--- src/source/RiscvPkg.sv ---
package RiscvPkg;

    localparam int DataWidth = 32;
    localparam int AddrWidth = 32;
    localparam int RegAddrWidth = 5;
    localparam int ImemDepth = 256;
    localparam int DmemDepth = 256;
    localparam int ImemIndexWidth = $clog2(ImemDepth);
    localparam int DmemIndexWidth = $clog2(DmemDepth);
    localparam logic [AddrWidth-1:0] ResetPc = '0;
    localparam logic [DataWidth-1:0] EbreakInstr = 32'h0010_0073;

    // operation class, one per instruction, consumed by the controller.
    typedef enum logic [2:0] {
        Idle,
        RegWrite,
        MemReadRegWrite,
        MemWrite,
        PcSelectWrite,
        PcWrite,
        LuiRegWrite,
        Halt
    } opState_t;

    typedef enum logic [4:0] {
        Add, Sub, And, Or, Xor,
        Slt, Sltu, Sll, Srl, Sra,
        Eq, Ne, Lt, Ge, Ltu, Geu,
        JalrTarget // add with bit 0 cleared.
    } aluOp_t;

    // major opcodes of the rv32i subset.
    typedef enum logic [6:0] {
        OpLoad   = 7'b0000011,
        OpImm    = 7'b0010011,
        OpStore  = 7'b0100011,
        OpReg    = 7'b0110011,
        OpLui    = 7'b0110111,
        OpBranch = 7'b1100011,
        OpJalr   = 7'b1100111,
        OpJal    = 7'b1101111,
        OpSystem = 7'b1110011
    } opcode_t;

    typedef struct packed {
        opState_t                state;
        aluOp_t                  aluOp;
        logic [RegAddrWidth-1:0] rs1;
        logic [RegAddrWidth-1:0] rs2;
        logic [RegAddrWidth-1:0] rd;
        logic [2:0]              func3;
        logic [DataWidth-1:0]    imm;
        logic                    useImm; // imm replaces rs2 as operand b.
    } decoded_t;

    typedef struct packed {
        logic                    valid;
        logic [AddrWidth-1:0]    pc;
        logic                    regWriteEnable;
        logic [RegAddrWidth-1:0] rd;
        logic [DataWidth-1:0]    regWriteData;
    } retire_t;

    typedef struct packed {
        logic                      valid;
        logic [ImemIndexWidth-1:0] addr; // word index.
        logic [DataWidth-1:0]      data;
    } progWrite_t;

endpackage
--- src/source/InstrDecoder.sv ---
`timescale 1ns/100ps

module InstrDecoder (
    input  logic [RiscvPkg::DataWidth-1:0] instr,
    input  logic                           running,
    output RiscvPkg::decoded_t             decoded
);
    import RiscvPkg::*;

    opcode_t              opcode;
    logic [DataWidth-1:0] immI, immS, immB, immJ, immU;

    assign opcode = opcode_t'(instr[6:0]);
    assign immI   = {{20{instr[31]}}, instr[31:20]};
    assign immS   = {{20{instr[31]}}, instr[31:25], instr[11:7]};
    assign immB   = {{20{instr[31]}}, instr[7], instr[30:25], instr[11:8], 1'b0};
    assign immJ   = {{12{instr[31]}}, instr[19:12], instr[20], instr[30:21], 1'b0};
    assign immU   = {instr[31:12], 12'b0};

    // shared by register and immediate forms. sub exists only with two registers.
    function automatic aluOp_t arithOp(input logic [2:0] f3, input logic alt, input logic isReg);
        case (f3)
            3'b000:  return (alt && isReg) ? Sub : Add;
            3'b001:  return Sll;
            3'b010:  return Slt;
            3'b011:  return Sltu;
            3'b100:  return Xor;
            3'b101:  return alt ? Sra : Srl;
            3'b110:  return Or;
            default: return And;
        endcase
    endfunction

    always_comb
    begin
        decoded.rs1    = instr[19:15];
        decoded.rs2    = instr[24:20];
        decoded.rd     = instr[11:7];
        decoded.func3  = instr[14:12];
        decoded.state  = Idle;
        decoded.aluOp  = Add;
        decoded.imm    = immI;
        decoded.useImm = 1'b0;
        case (opcode)
            OpReg:
            begin
                decoded.state = RegWrite;
                decoded.aluOp = arithOp(instr[14:12], instr[30], 1'b1);
            end
            OpImm:
            begin
                decoded.state  = RegWrite;
                decoded.aluOp  = arithOp(instr[14:12], instr[30], 1'b0);
                decoded.useImm = 1'b1;
            end
            OpLoad:
            begin
                decoded.state  = MemReadRegWrite;
                decoded.useImm = 1'b1; // address is rs1 plus offset.
            end
            OpStore:
            begin
                decoded.state  = MemWrite;
                decoded.imm    = immS;
                decoded.useImm = 1'b1;
            end
            OpBranch:
            begin
                decoded.state = PcSelectWrite;
                decoded.imm   = immB;
                case (instr[14:12])
                    3'b000:  decoded.aluOp = Eq;
                    3'b001:  decoded.aluOp = Ne;
                    3'b100:  decoded.aluOp = Lt;
                    3'b101:  decoded.aluOp = Ge;
                    3'b110:  decoded.aluOp = Ltu;
                    3'b111:  decoded.aluOp = Geu;
                    default: decoded.state = Idle;
                endcase
            end
            OpJal:
            begin
                decoded.state = PcWrite;
                decoded.imm   = immJ;
            end
            OpJalr:
            begin
                decoded.state  = PcWrite;
                decoded.aluOp  = JalrTarget;
                decoded.useImm = 1'b1;
            end
            OpLui:
            begin
                decoded.state = LuiRegWrite;
                decoded.imm   = immU;
            end
            OpSystem:
                if (instr == EbreakInstr)
                    decoded.state = Halt;
            default: ;
        endcase
        if (!running)
            decoded.state = Idle;
    end

endmodule

--- config.mk ---
export PLATFORM = sky130hd
export DESIGN_NAME = InstrDecoder
export DESIGN_NICKNAME = d
export VERILOG_FILES = /design/src/source/RiscvPkg.sv /design/src/source/InstrDecoder.sv
export SDC_FILE = /design/constraint.sdc
export NUM_CORES = 1
export LEC_CHECK = 0
export ABC_CLOCK_PERIOD_IN_PS = 3000
export BUFFER_PORTS_ARGS = -buffer_cell sky130_fd_sc_hd__buf_2
export CAP_MARGIN = 20
export CORE_UTILIZATION = 39
export DETAILED_ROUTE_END_ITERATION = 8
export PLACE_DENSITY = 0.9
export SLEW_MARGIN = 20
export SYNTH_ARGS = -nofsm -noshare
export SYNTH_HDL_FRONTEND = slang
export SYNTH_SLANG_ARGS = --single-unit
--- constraint.sdc ---
create_clock -name vclk -period 3
set_input_delay 0.15 -clock vclk [all_inputs]
set_output_delay 0.15 -clock vclk [all_outputs]
set_load 0.02 [all_outputs]
==> flow_metrics.tcl <==
set metrics [dict create \
    fin_crit_sh_pct 67.6 \
    placed_cells 224 \
    tns_ns 0 \
    port_buffers 92 \
    critPathKind "in2out" \
    regArea_um2 0 \
    final_cell_area_mm2 0.00117 \
    io_pins 92 \
    ctsResizeCount 0 \
    synth_area_um2 843 \
    drt-total-wl_um 2800 \
    hold_class "in2out" \
    cp-endpoint "decoded[54]" \
    drtAntennaViolNets 0 \
    crit_chain "buf_2, nand4bb_1, nor3b_1, a31oi_1, o2bb2ai_1, buf_2" \
    yosysWarningCount 0 \
    grt_overflow 0 \
    die_w_um 48.5 \
    seq_cells 0 \
    cpMostUsedCell "buf_2" \
    relSlewSlack_pct 49.0 \
    die_area_mm2 0.00235 \
    power_leakage_nw 0.689 \
    slew_violations 0 \
    drv_cap 0 \
    drive_gt1_share_pct 49.2 \
    critPathLaunch "instr[3]" \
    grt_max_degree 19 \
    grt_use_total_pct 22.4 \
    dpl_cell_area_mm2 0.00117 \
    antenna_found_initial 0 \
    fp.coreArea_mm2 0.00200 \
    netlist_instances 131 \
    max_freq_mhz 493 \
    ys_types 38 \
    slowest_stage "nor3b_1" \
    first_pass_iters 4 \
    grt_pass1_wl_um 4480 \
    start_util_pct 42.1 \
    worstSetupEndpointType "output port" \
    fp.dieH_um 48.5 \
    setup_violations 0 \
    num_vias 1198 \
    cts_hold_buf 0 \
    fp-row-count 16 \
    antennaDiodeCount 0 \
    cts_setup_buffers 0 \
    outcome "finished, final reports clean" \
    first_global_vias 977 \
    yosysSeqAreaShare_pct 0 \
    dp_hpwl_um 2260 \
    hold_viol_final 0 \
    startpoint_type "input pin" \
    finalCriticalPeriod_ns 2.03 \
    syn_nets 164 \
    power_density_mw_per_mm2 152 \
    routabilityCongestion 0.924 \
    layoutNonFillerInstCount 224 \
    syn_to_final_growth_pct 39.0 \
    rsz0062_at_grt "false" \
    power_mw 0.178 \
    n_clock_buffer 0 \
    wl_per_cell_um 12.5 \
    path_max_fanout 9 \
    max_stage_delay_ns 0.66 \
    crit_arrival_ns 1.88 \
    tightest_slew_ns 0.764 \
    vias_per_cell 5.35 \
    remaining_drc_errors 0 \
    irDropWorstVdd_v 0.0000951 \
    postSynthAreaPerCell_um2 6.44 \
    drtIter0Drc 36 \
    cp_data_required_time_ns 2.85 \
    nets 232 \
    hold_ws_ns 0.545 \
]
## how the worst min path moves through the flow
stage | start | cells past startpoint | slack [ns] | endpoint
after floorplan | instr[3] | 1 | 0.40 | decoded[55]
after global routing | instr[9] | 2 | 0.56 | decoded[38]
after CTS | instr[16] | 2 | 0.55 | decoded[47]
after detailed placement | instr[16] | 2 | 0.55 | decoded[47]
after global placement | instr[16] | 2 | 0.55 | decoded[47]
final | instr[16] | 2 | 0.55 | decoded[47]
## worst max-delay path, delay by kind of cell
kind                   cells  cell delay (ns)
AO/OA/AOI/OAI              2             0.34
buffers and inverters      2             0.33
AND/OR/NAND/NOR            2             1.05
## routing by layer
metal	GRT usage, %	wire [um]	up-vias
met5	0	0	-
met1	30.8	1210	518
met2	40.1	1350	83
li1	-	-	595
met4	2.45	8	0
met3	0.629	235	2
## cell type report
type / instances / area [um^2]
Fill cell: 217 / 830
Inverter: 4 / 15.0
Timing Repair Buffer: 93 / 468
Multi-Input combinational cell: 100 / 656
Tap cell: 27 / 33.8
## cells in the mapped netlist, drive strengths merged, types with 2 or more instances
library cell	instances	area share, %
a21o	20	18
a21oi	9	5.3
buf	21	19
clkbuf	6	2.7
inv	4	1.8
nand2	11	4.9
nand2b	2	1.5
nand3	2	1.2
nand3b	2	1.8
nor2	7	3.1
nor2b	9	6.7
nor3	3	1.8
nor4	5	4.5
nor4b	2	2.1
o21ai	8	4.7
## kinds of logic after synthesis
group           count (synthesis)  synth area share, %
compound gates                 48                 40.4
simple gates                   52                 36.4
buf+inv                        31                 23.3
## power breakdown
part	internal (mW)	switching [mW]	leakage (nW)	total, mW
combinational	0.0647	0.113	0.689	0.178
clock	0	0	0	0
sequential	0	0	0	0
## layout by cell type, fill, tap and decap left out, drive strengths merged, types with 2 or more instances in the layout
cell type	count
buf	93
a21o	20
nand2	11
nor2b	9
a21oi	9
o21ai	8
nor2	7
nor4	5
inv	4
nor3	3
nand3b	2
nand3	2
nand2b	2
nor4b	2
## stage by stage
stage	utilization [%]	setup slack, ns
6_report	58.6	0.973
5_1_grt	58.6	0.781
4_1_cts	58.6	1.05
3_5_place_dp	58.6	1.05
3_3_place_gp	58.6	1.06
2_1_floorplan	-	1.29
Note: power is estimated with default switching activity, not from simulation.
