File: config.mk
export PLATFORM = sky130hd
export DESIGN_NAME = Alu
export DESIGN_NICKNAME = d
export VERILOG_FILES = /design/src/source/RiscvPkg.sv /design/src/source/Alu.sv
export SDC_FILE = /design/constraint.sdc
export NUM_CORES = 1
export LEC_CHECK = 0
export BUFFER_PORTS_ARGS = -buffer_cell sky130_fd_sc_hd__clkbuf_2
export CORE_MARGIN = 2
export CORE_UTILIZATION = 45
export DETAILED_ROUTE_END_ITERATION = 10
export GPL_TIMING_DRIVEN = 0
export SLEW_MARGIN = 30
export SYNTH_ARGS = -nofsm -noshare
export SYNTH_HDL_FRONTEND = slang
export SYNTH_SLANG_ARGS = --single-unit
File: constraint.sdc
create_clock -name vclk -period 10.7
set_input_delay 3.21 -clock vclk [all_inputs]
set_output_delay 3.21 -clock vclk [all_outputs]
set_load 0.05 [all_outputs]
File: src/source/RiscvPkg.sv
package RiscvPkg;

    localparam int DataWidth = 32;
    localparam int AddrWidth = 32;
    localparam int RegAddrWidth = 5;
    localparam int ImemDepth = 256;
    localparam int DmemDepth = 256;
    localparam int ImemIndexWidth = $clog2(ImemDepth);
    localparam int DmemIndexWidth = $clog2(DmemDepth);
    localparam logic [AddrWidth-1:0] ResetPc = '0;
    localparam logic [DataWidth-1:0] EbreakInstr = 32'h0010_0073;

    // operation class, one per instruction, consumed by the controller.
    typedef enum logic [2:0] {
        Idle,
        RegWrite,
        MemReadRegWrite,
        MemWrite,
        PcSelectWrite,
        PcWrite,
        LuiRegWrite,
        Halt
    } opState_t;

    typedef enum logic [4:0] {
        Add, Sub, And, Or, Xor,
        Slt, Sltu, Sll, Srl, Sra,
        Eq, Ne, Lt, Ge, Ltu, Geu,
        JalrTarget // add with bit 0 cleared.
    } aluOp_t;

    // major opcodes of the rv32i subset.
    typedef enum logic [6:0] {
        OpLoad   = 7'b0000011,
        OpImm    = 7'b0010011,
        OpStore  = 7'b0100011,
        OpReg    = 7'b0110011,
        OpLui    = 7'b0110111,
        OpBranch = 7'b1100011,
        OpJalr   = 7'b1100111,
        OpJal    = 7'b1101111,
        OpSystem = 7'b1110011
    } opcode_t;

    typedef struct packed {
        opState_t                state;
        aluOp_t                  aluOp;
        logic [RegAddrWidth-1:0] rs1;
        logic [RegAddrWidth-1:0] rs2;
        logic [RegAddrWidth-1:0] rd;
        logic [2:0]              func3;
        logic [DataWidth-1:0]    imm;
        logic                    useImm; // imm replaces rs2 as operand b.
    } decoded_t;

    typedef struct packed {
        logic                    valid;
        logic [AddrWidth-1:0]    pc;
        logic                    regWriteEnable;
        logic [RegAddrWidth-1:0] rd;
        logic [DataWidth-1:0]    regWriteData;
    } retire_t;

    typedef struct packed {
        logic                      valid;
        logic [ImemIndexWidth-1:0] addr; // word index.
        logic [DataWidth-1:0]      data;
    } progWrite_t;

endpackage
File: src/source/Alu.sv
`timescale 1ns/100ps

module Alu (
    input  RiscvPkg::aluOp_t               aluOp,
    input  logic [RiscvPkg::DataWidth-1:0] a,
    input  logic [RiscvPkg::DataWidth-1:0] b,
    output logic [RiscvPkg::DataWidth-1:0] aluO
);
    import RiscvPkg::*;

    logic [DataWidth-1:0] sum;
    logic [4:0]           shamt;

    assign sum   = a + b;
    assign shamt = b[4:0];

    always_comb
    begin
        case (aluOp)
            Add:        aluO = sum;
            Sub:        aluO = a - b;
            And:        aluO = a & b;
            Or:         aluO = a | b;
            Xor:        aluO = a ^ b;
            Sll:        aluO = a << shamt;
            Srl:        aluO = a >> shamt;
            Sra:        aluO = $signed(a) >>> shamt;
            Slt, Lt:    aluO = DataWidth'($signed(a) < $signed(b));
            Sltu, Ltu:  aluO = DataWidth'(a < b);
            Eq:         aluO = DataWidth'(a == b);
            Ne:         aluO = DataWidth'(a != b);
            Ge:         aluO = DataWidth'($signed(a) >= $signed(b));
            Geu:        aluO = DataWidth'(a >= b);
            JalrTarget: aluO = {sum[DataWidth-1:1], 1'b0};
            default:    aluO = '0;
        endcase
    end

endmodule

==> results of run 1 <==
-- per-layer routing --
metal / routed length, um / share of wire, %
met3: 6890 / 14
met5: 13 / 0.026
met1: 18590 / 38
met2: 20830 / 42
met4: 2929 / 5.9
-- worst max-delay path, cell delays in order --
cell,delay [ps]
clkbuf_2,220
inv_1,320
clkbuf_2,380
ha_1,290
clkbuf_1,200
nor2_1,120
o211ai_1,150
a211oi_1,510
nor2_1,150
o21ai_0,420
a211oi_1,270
or3_1,400
a31oi_1,170
nor4bb_1,80
nor2_1,140
clkbuf_2,300
-- path summary, 6_finish.rpt --
check | cells past startpoint | endpoint | from
worst max-delay path | 16 | aluO[30] | b[4]
worst min-delay path | 4 | aluO[0] | aluOp[4]
-- per-stage QoR --
step           TNS (ps)  power, mW  util (%)  hold WS, ps
3_5_place_dp     -16360     0.5559     50.52         7012
6_report              0     0.5893     50.64         7013
5_1_grt               0     0.6136     50.64         7037
2_1_floorplan         0     0.3730         -         6988
4_1_cts               0     0.5590     50.56         7012
3_3_place_gp     -18110     0.5578     50.38         7004
-- cells by family after synthesis --
group | Yosys count
mux | 71
xor+xnor | 3
simple gates | 413
compound gates | 544
fa+ha+maj | 100
buf+inv | 210
-- power breakdown --
group,internal (mW),switching (mW),leakage [nW]
Sequential,0,0,0
Clock,0.0000000309,0,0.00000672
Combinational,0.179,0.410,4.18
Total,0.179,0.410,4.18
-- cells in the final DEF, fill, tap and decap left out, types with 10 or more instances in the layout --
cell / instances
ha_1: 98
inv_1: 101
clkbuf_8: 12
buf_2: 19
a211oi_1: 26
a21o_1: 12
nor2_1: 140
mux2_2: 11
o21ai_0: 116
mux4_2: 21
nor3_1: 32
clkbuf_2: 102
a221oi_1: 24
a21oi_1: 147
o2111ai_1: 10
a22oi_1: 17
clkbuf_1: 53
o221ai_1: 12
o21bai_1: 17
nand2_1: 135
nor2b_1: 14
a31oi_1: 20
o211ai_1: 30
nand3_1: 27
o22ai_1: 27
nor4_1: 11
mux2i_1: 39
-- final cells by class --
class	instances	area, um^2	area share [%]
buffer	100	558.0	5.852
timing repair buffer	102	513.0	5.380
multi-input combinational	1131	7742	81.20
antenna	1	2.502	0.02624
inverter	103	394.1	4.133
tap	260	325.3	3.412
-- repair_timing --
item,in CTS,in global routing
gates resized for setup,10,6
endpoints found under the setup margin,25,7
setup buffers,0,1
pin swaps,0,1
endpoints found under the hold margin,0,0
==> impl_results.md, run 1 <==
- FF+latch count: 0
- Dpl ws: -1114 ps
- Final WS setup: 136.5 ps
- Nets: between 1.5k and 2k
- First-pass GRT wire length: roughly 71 mm
- VDD IR-drop max: ~0.031 mV
- Layer with the highest usage: met2
- P_leak: 4.179 nW
- Final WL: between 40 and 50 mm
- Cell row count: 50
- Hold Fails Final Rpt: 0
- Slew HR: a little over a third
- Largest net degree at the start of global routing: 25
- Register area: 0 um^2
- Largest family of logic cells by synthesized area: compound AO/OA/AOI/OAI gates
- Final worst-path cycle share: a little over nine tenths
- Worst-path fanout max: 11
- Die height: around 140 um
- Die X: ~140 um
- Fillers: approximately 2k
- Mean Syn Cell Area: about 6.5 um^2
- DP HPWL: around 40 mm
- Ys Warns: 0
- Final setup viols: 0
- Placed cell count: 1702
- GR Layer Usage met3: between 10% and 20%
- Min cycle time layout: between 10000 and 15000 ps
- Fmax: 0.09467 GHz
- Drt pass-1 iters: 8
- CP Launch Type: primary input
- Initial core utilization: between 40% and 50%
- Mapped Area: between 0.008 and 0.009 mm^2
- Worst hold path class: in -> out
- Share of layout cells above drive strength 1: between 10% and 20%
- Slew Limit Fails: 0
- Residual DRC: 0
- Post-Synth Simple-Gate Area: 21.37%
- Area growth, synth to finish: 10.03%
- Crit Path Class: in -> out
- Grt ovf: 0
- Status: complete, no violations
- Top-count cell post-synth: a21oi_1
- Max-cap violations: 0
- Syn nets: approximately 1.5k
- PortBufs: 99
- Synth Area in Adders: between 10 and 15%
- Total GRT Usage: approximately 47%
- Post-cts hold buffer count: 0
- DR vias: 12.15k
- Number of global-route vias before repair: 11.04k
- Synth top area share: 14.15%
- Post-route insts no fill: about 1.7k
- RSZ-0062 raised after global routing: no
- Slew of the pin with the lowest slew margin: 951.1 ps
- Die area: around 0.020 mm^2
- Initial DRC count: 1904
- Met2 track demand over resource: between 70% and 80%
- Synth top cells by count: 150 x a21oi_1, 140 x nor2_1, 135 x nand2_1, 117 x o21ai_0, 101 x inv_1
- Post-synthesis sequential area ratio: 0%
- Req. time, crit path: roughly 7500 ps
- Detail Route Antenna Nets: 0
- Critical Path Sink Type: output port
- Routed len/inst: about 29 um
- Antenna violations before repair: 2
- Vias per cell: slightly above 7
- Core Region: around 0.019 mm^2
- XOR/XNOR share of the synthesized area: 0.3032%
- Critical Path AT: approximately 7400 ps
- Ports: slightly above 100
- Distinct cells, synth: 89
- Met1 Track Usage GR: a little over three fifths
- Post-Synthesis Cells: 1341
- Post-route cell area: 0.009535 mm^2
- Placed Instance Area: approximately 0.0095 mm^2
- Routability cong.: roughly 1.1
- Post-synthesis mux area share: a little under an eighth
- Compound-Gate Fraction of Synth Area: between 40 and 50%
- Yosys top cell by area: ha_1
- Largest cells by area after synthesis: ha_1 14%, a21oi_1 8.7%, o21ai_0 6.8%
- Clock Buffer Count: 0
- PwrDens: 61.80 mW/mm^2
No activity file was read; power rests on OpenSTA's default activity.
==> inputs of run 2 (changes only) <==
--- a/config.mk
+++ b/config.mk
@@ -5,7 +5,7 @@
 export SDC_FILE = /design/constraint.sdc
 export NUM_CORES = 1
 export LEC_CHECK = 0
-export BUFFER_PORTS_ARGS = -buffer_cell sky130_fd_sc_hd__clkbuf_2
+export BUFFER_PORTS_ARGS = -buffer_cell sky130_fd_sc_hd__buf_4
 export CORE_MARGIN = 2
 export CORE_UTILIZATION = 45
 export DETAILED_ROUTE_END_ITERATION = 10
==> impl_results.md, run 2 (same netlist as run 1, synthesis figures left out) <==
- VDD IR-drop max: about 0.036 mV
- FF+latch count: 0
- Worst path top cell family by delay: compound AO/OA/AOI/OAI gates
- Final setup viols: 0
- Placed cell count: ~1.7k
- Max incr delay on CP: slightly above 400 ps
- Grt ovf: 0
- RSZ-0062 raised after global routing: no
- Fmax: around 0.095 GHz
- CP Launch Type: primary input
- Min cycle time layout: 10470 ps
- Worst hold path class: in -> out
- Most used cell, CP: buf_4
- Final worst-path cycle share: between 90% and 100%
- Detail Route Antenna Nets: 0
- Antenna violations before repair: 0
- Final WL: between 40 and 50 mm
- Share of layout cells above drive strength 1: 14.44%
- Register area: 0 um^2
- Commonest non-fill, non-tap cells in the layout: 150 x a21oi_1, 140 x nor2_1, 135 x nand2_1, 116 x o21ai_0, 107 x buf_4
- DR vias: ~12k
- Req. time, crit path: 7490 ps
- Status: complete, no violations
- Hold Fails Final Rpt: 0
- Core Region: approximately 0.019 mm^2
- Buf/Inv on CP: 4
- Max-cap violations: 0
- Footprint of the multi-input gates: approximately 0.0077 mm^2
- Post-route insts no fill: approximately 1.7k
- Drt pass-1 iters: 6
- Number of global-route vias before repair: around 11k
- Slew Limit Fails: 0
- Hold slack: just under 7000 ps
- Routed len/inst: a little under 30 um
- Worst-path fanout max: 24
- Vias per cell: slightly above 7
- Nets: approximately 1.6k
- Ports: slightly above 100
- Residual DRC: 0
- Initial core utilization: a little under half
- CP cell instances: buf_4 -> inv_4 -> clkbuf_2 -> ha_1 -> nor2b_1 -> o31a_2 -> o31a_1 -> a31o_2 -> a31oi_2 -> o21ai_1 -> a2111oi_2 -> o21ai_0 -> nor4bb_1 -> nor2_1 -> buf_4
- PortBufs: 99
- Critical Path Sink Type: output port
- Clock Buffer Count: 0
- Initial DRC count: 2052
- Cell row count: 50
- Routability cong.: 1.120
- ANT cells: 0
- Area growth, synth to finish: 13.20%
- Slowest-stage cell, CP: ha_1
- Critical Path AT: roughly 7300 ps
- Die area: between 0.02 and 0.025 mm^2
- DP HPWL: slightly above 40 mm
- Setup_tns: 0 ps
- End-of-flow core utilization: a little over half
- Slew HR: 36.59%
- PwrDens: just over 60 mW/mm^2
- Commonest non-fill, non-tap cell in the layout: a21oi_1
- Largest net degree at the start of global routing: 25
- Die X: between 100 and 150 um
- Die height: 142.8 um
- Fillers: 2016
- Crit Path Class: in -> out
- First-pass GRT wire length: 71.62 mm
- P_leak: about 4.3 nW
- Slew of the pin with the lowest slew margin: approximately 940 ps
- Total GRT Usage: between 40% and 50%
==> run 2: area by class of cell <==
cell class / instances / share of cell area, %
Multi-Input combinational cell: 1131 / 78.88
Timing Repair Buffer: 106 / 8.061
Buffer: 100 / 5.676
Inverter: 103 / 4.069
Tap cell: 260 / 3.316
==> run 2: layer usage <==
layer / GRT usage [%] / vias up / part of all wire [%]
li1: - / 5199 / -
met1: 62.61 / 5521 / 38
met2: 70.85 / 1075 / 41
met3: 11.57 / 231 / 14
met4: 24.23 / 0 / 7.0
met5: 0 / - / 0
==> run 2: where the power goes <==
group / total, mW / switching [mW] / leakage [nW] / internal [mW]
Clock: 0 / 0 / 0 / 0
Sequential: 0 / 0 / 0 / 0
Combinational: 0.607 / 0.410 / 4.25 / 0.197
Total: 0.607 / 0.410 / 4.25 / 0.197
==> run 2: path summary, 6_finish.rpt <==
path | cells past startpoint | slack, ps | startpoint | end
max | 15 | 230 | b[2] | aluO[30]
min | 4 | 6940 | aluOp[4] | aluO[0]
==> run 2: stage by stage <==
step	total power [mW]	setup slack (ps)	cell area [um^2]
CTS	0.5764	11.41	9773
detailed placement	0.5733	-1167	9761
global placement	0.5737	-1109	9734
floorplan	0.3730	48.65	8666
global route	0.6329	50.71	9809
finish	0.6068	227.0	9809
==> run 2: what timing repair did <==
action                                 in CTS  in global routing
gates resized for setup                     8                  6
buffers inserted                            1                  4
endpoints found under the hold margin       0                  0
hold buffers                                0                  0
setup endpoints to repair                  24                  7
gates cloned                                0                  0
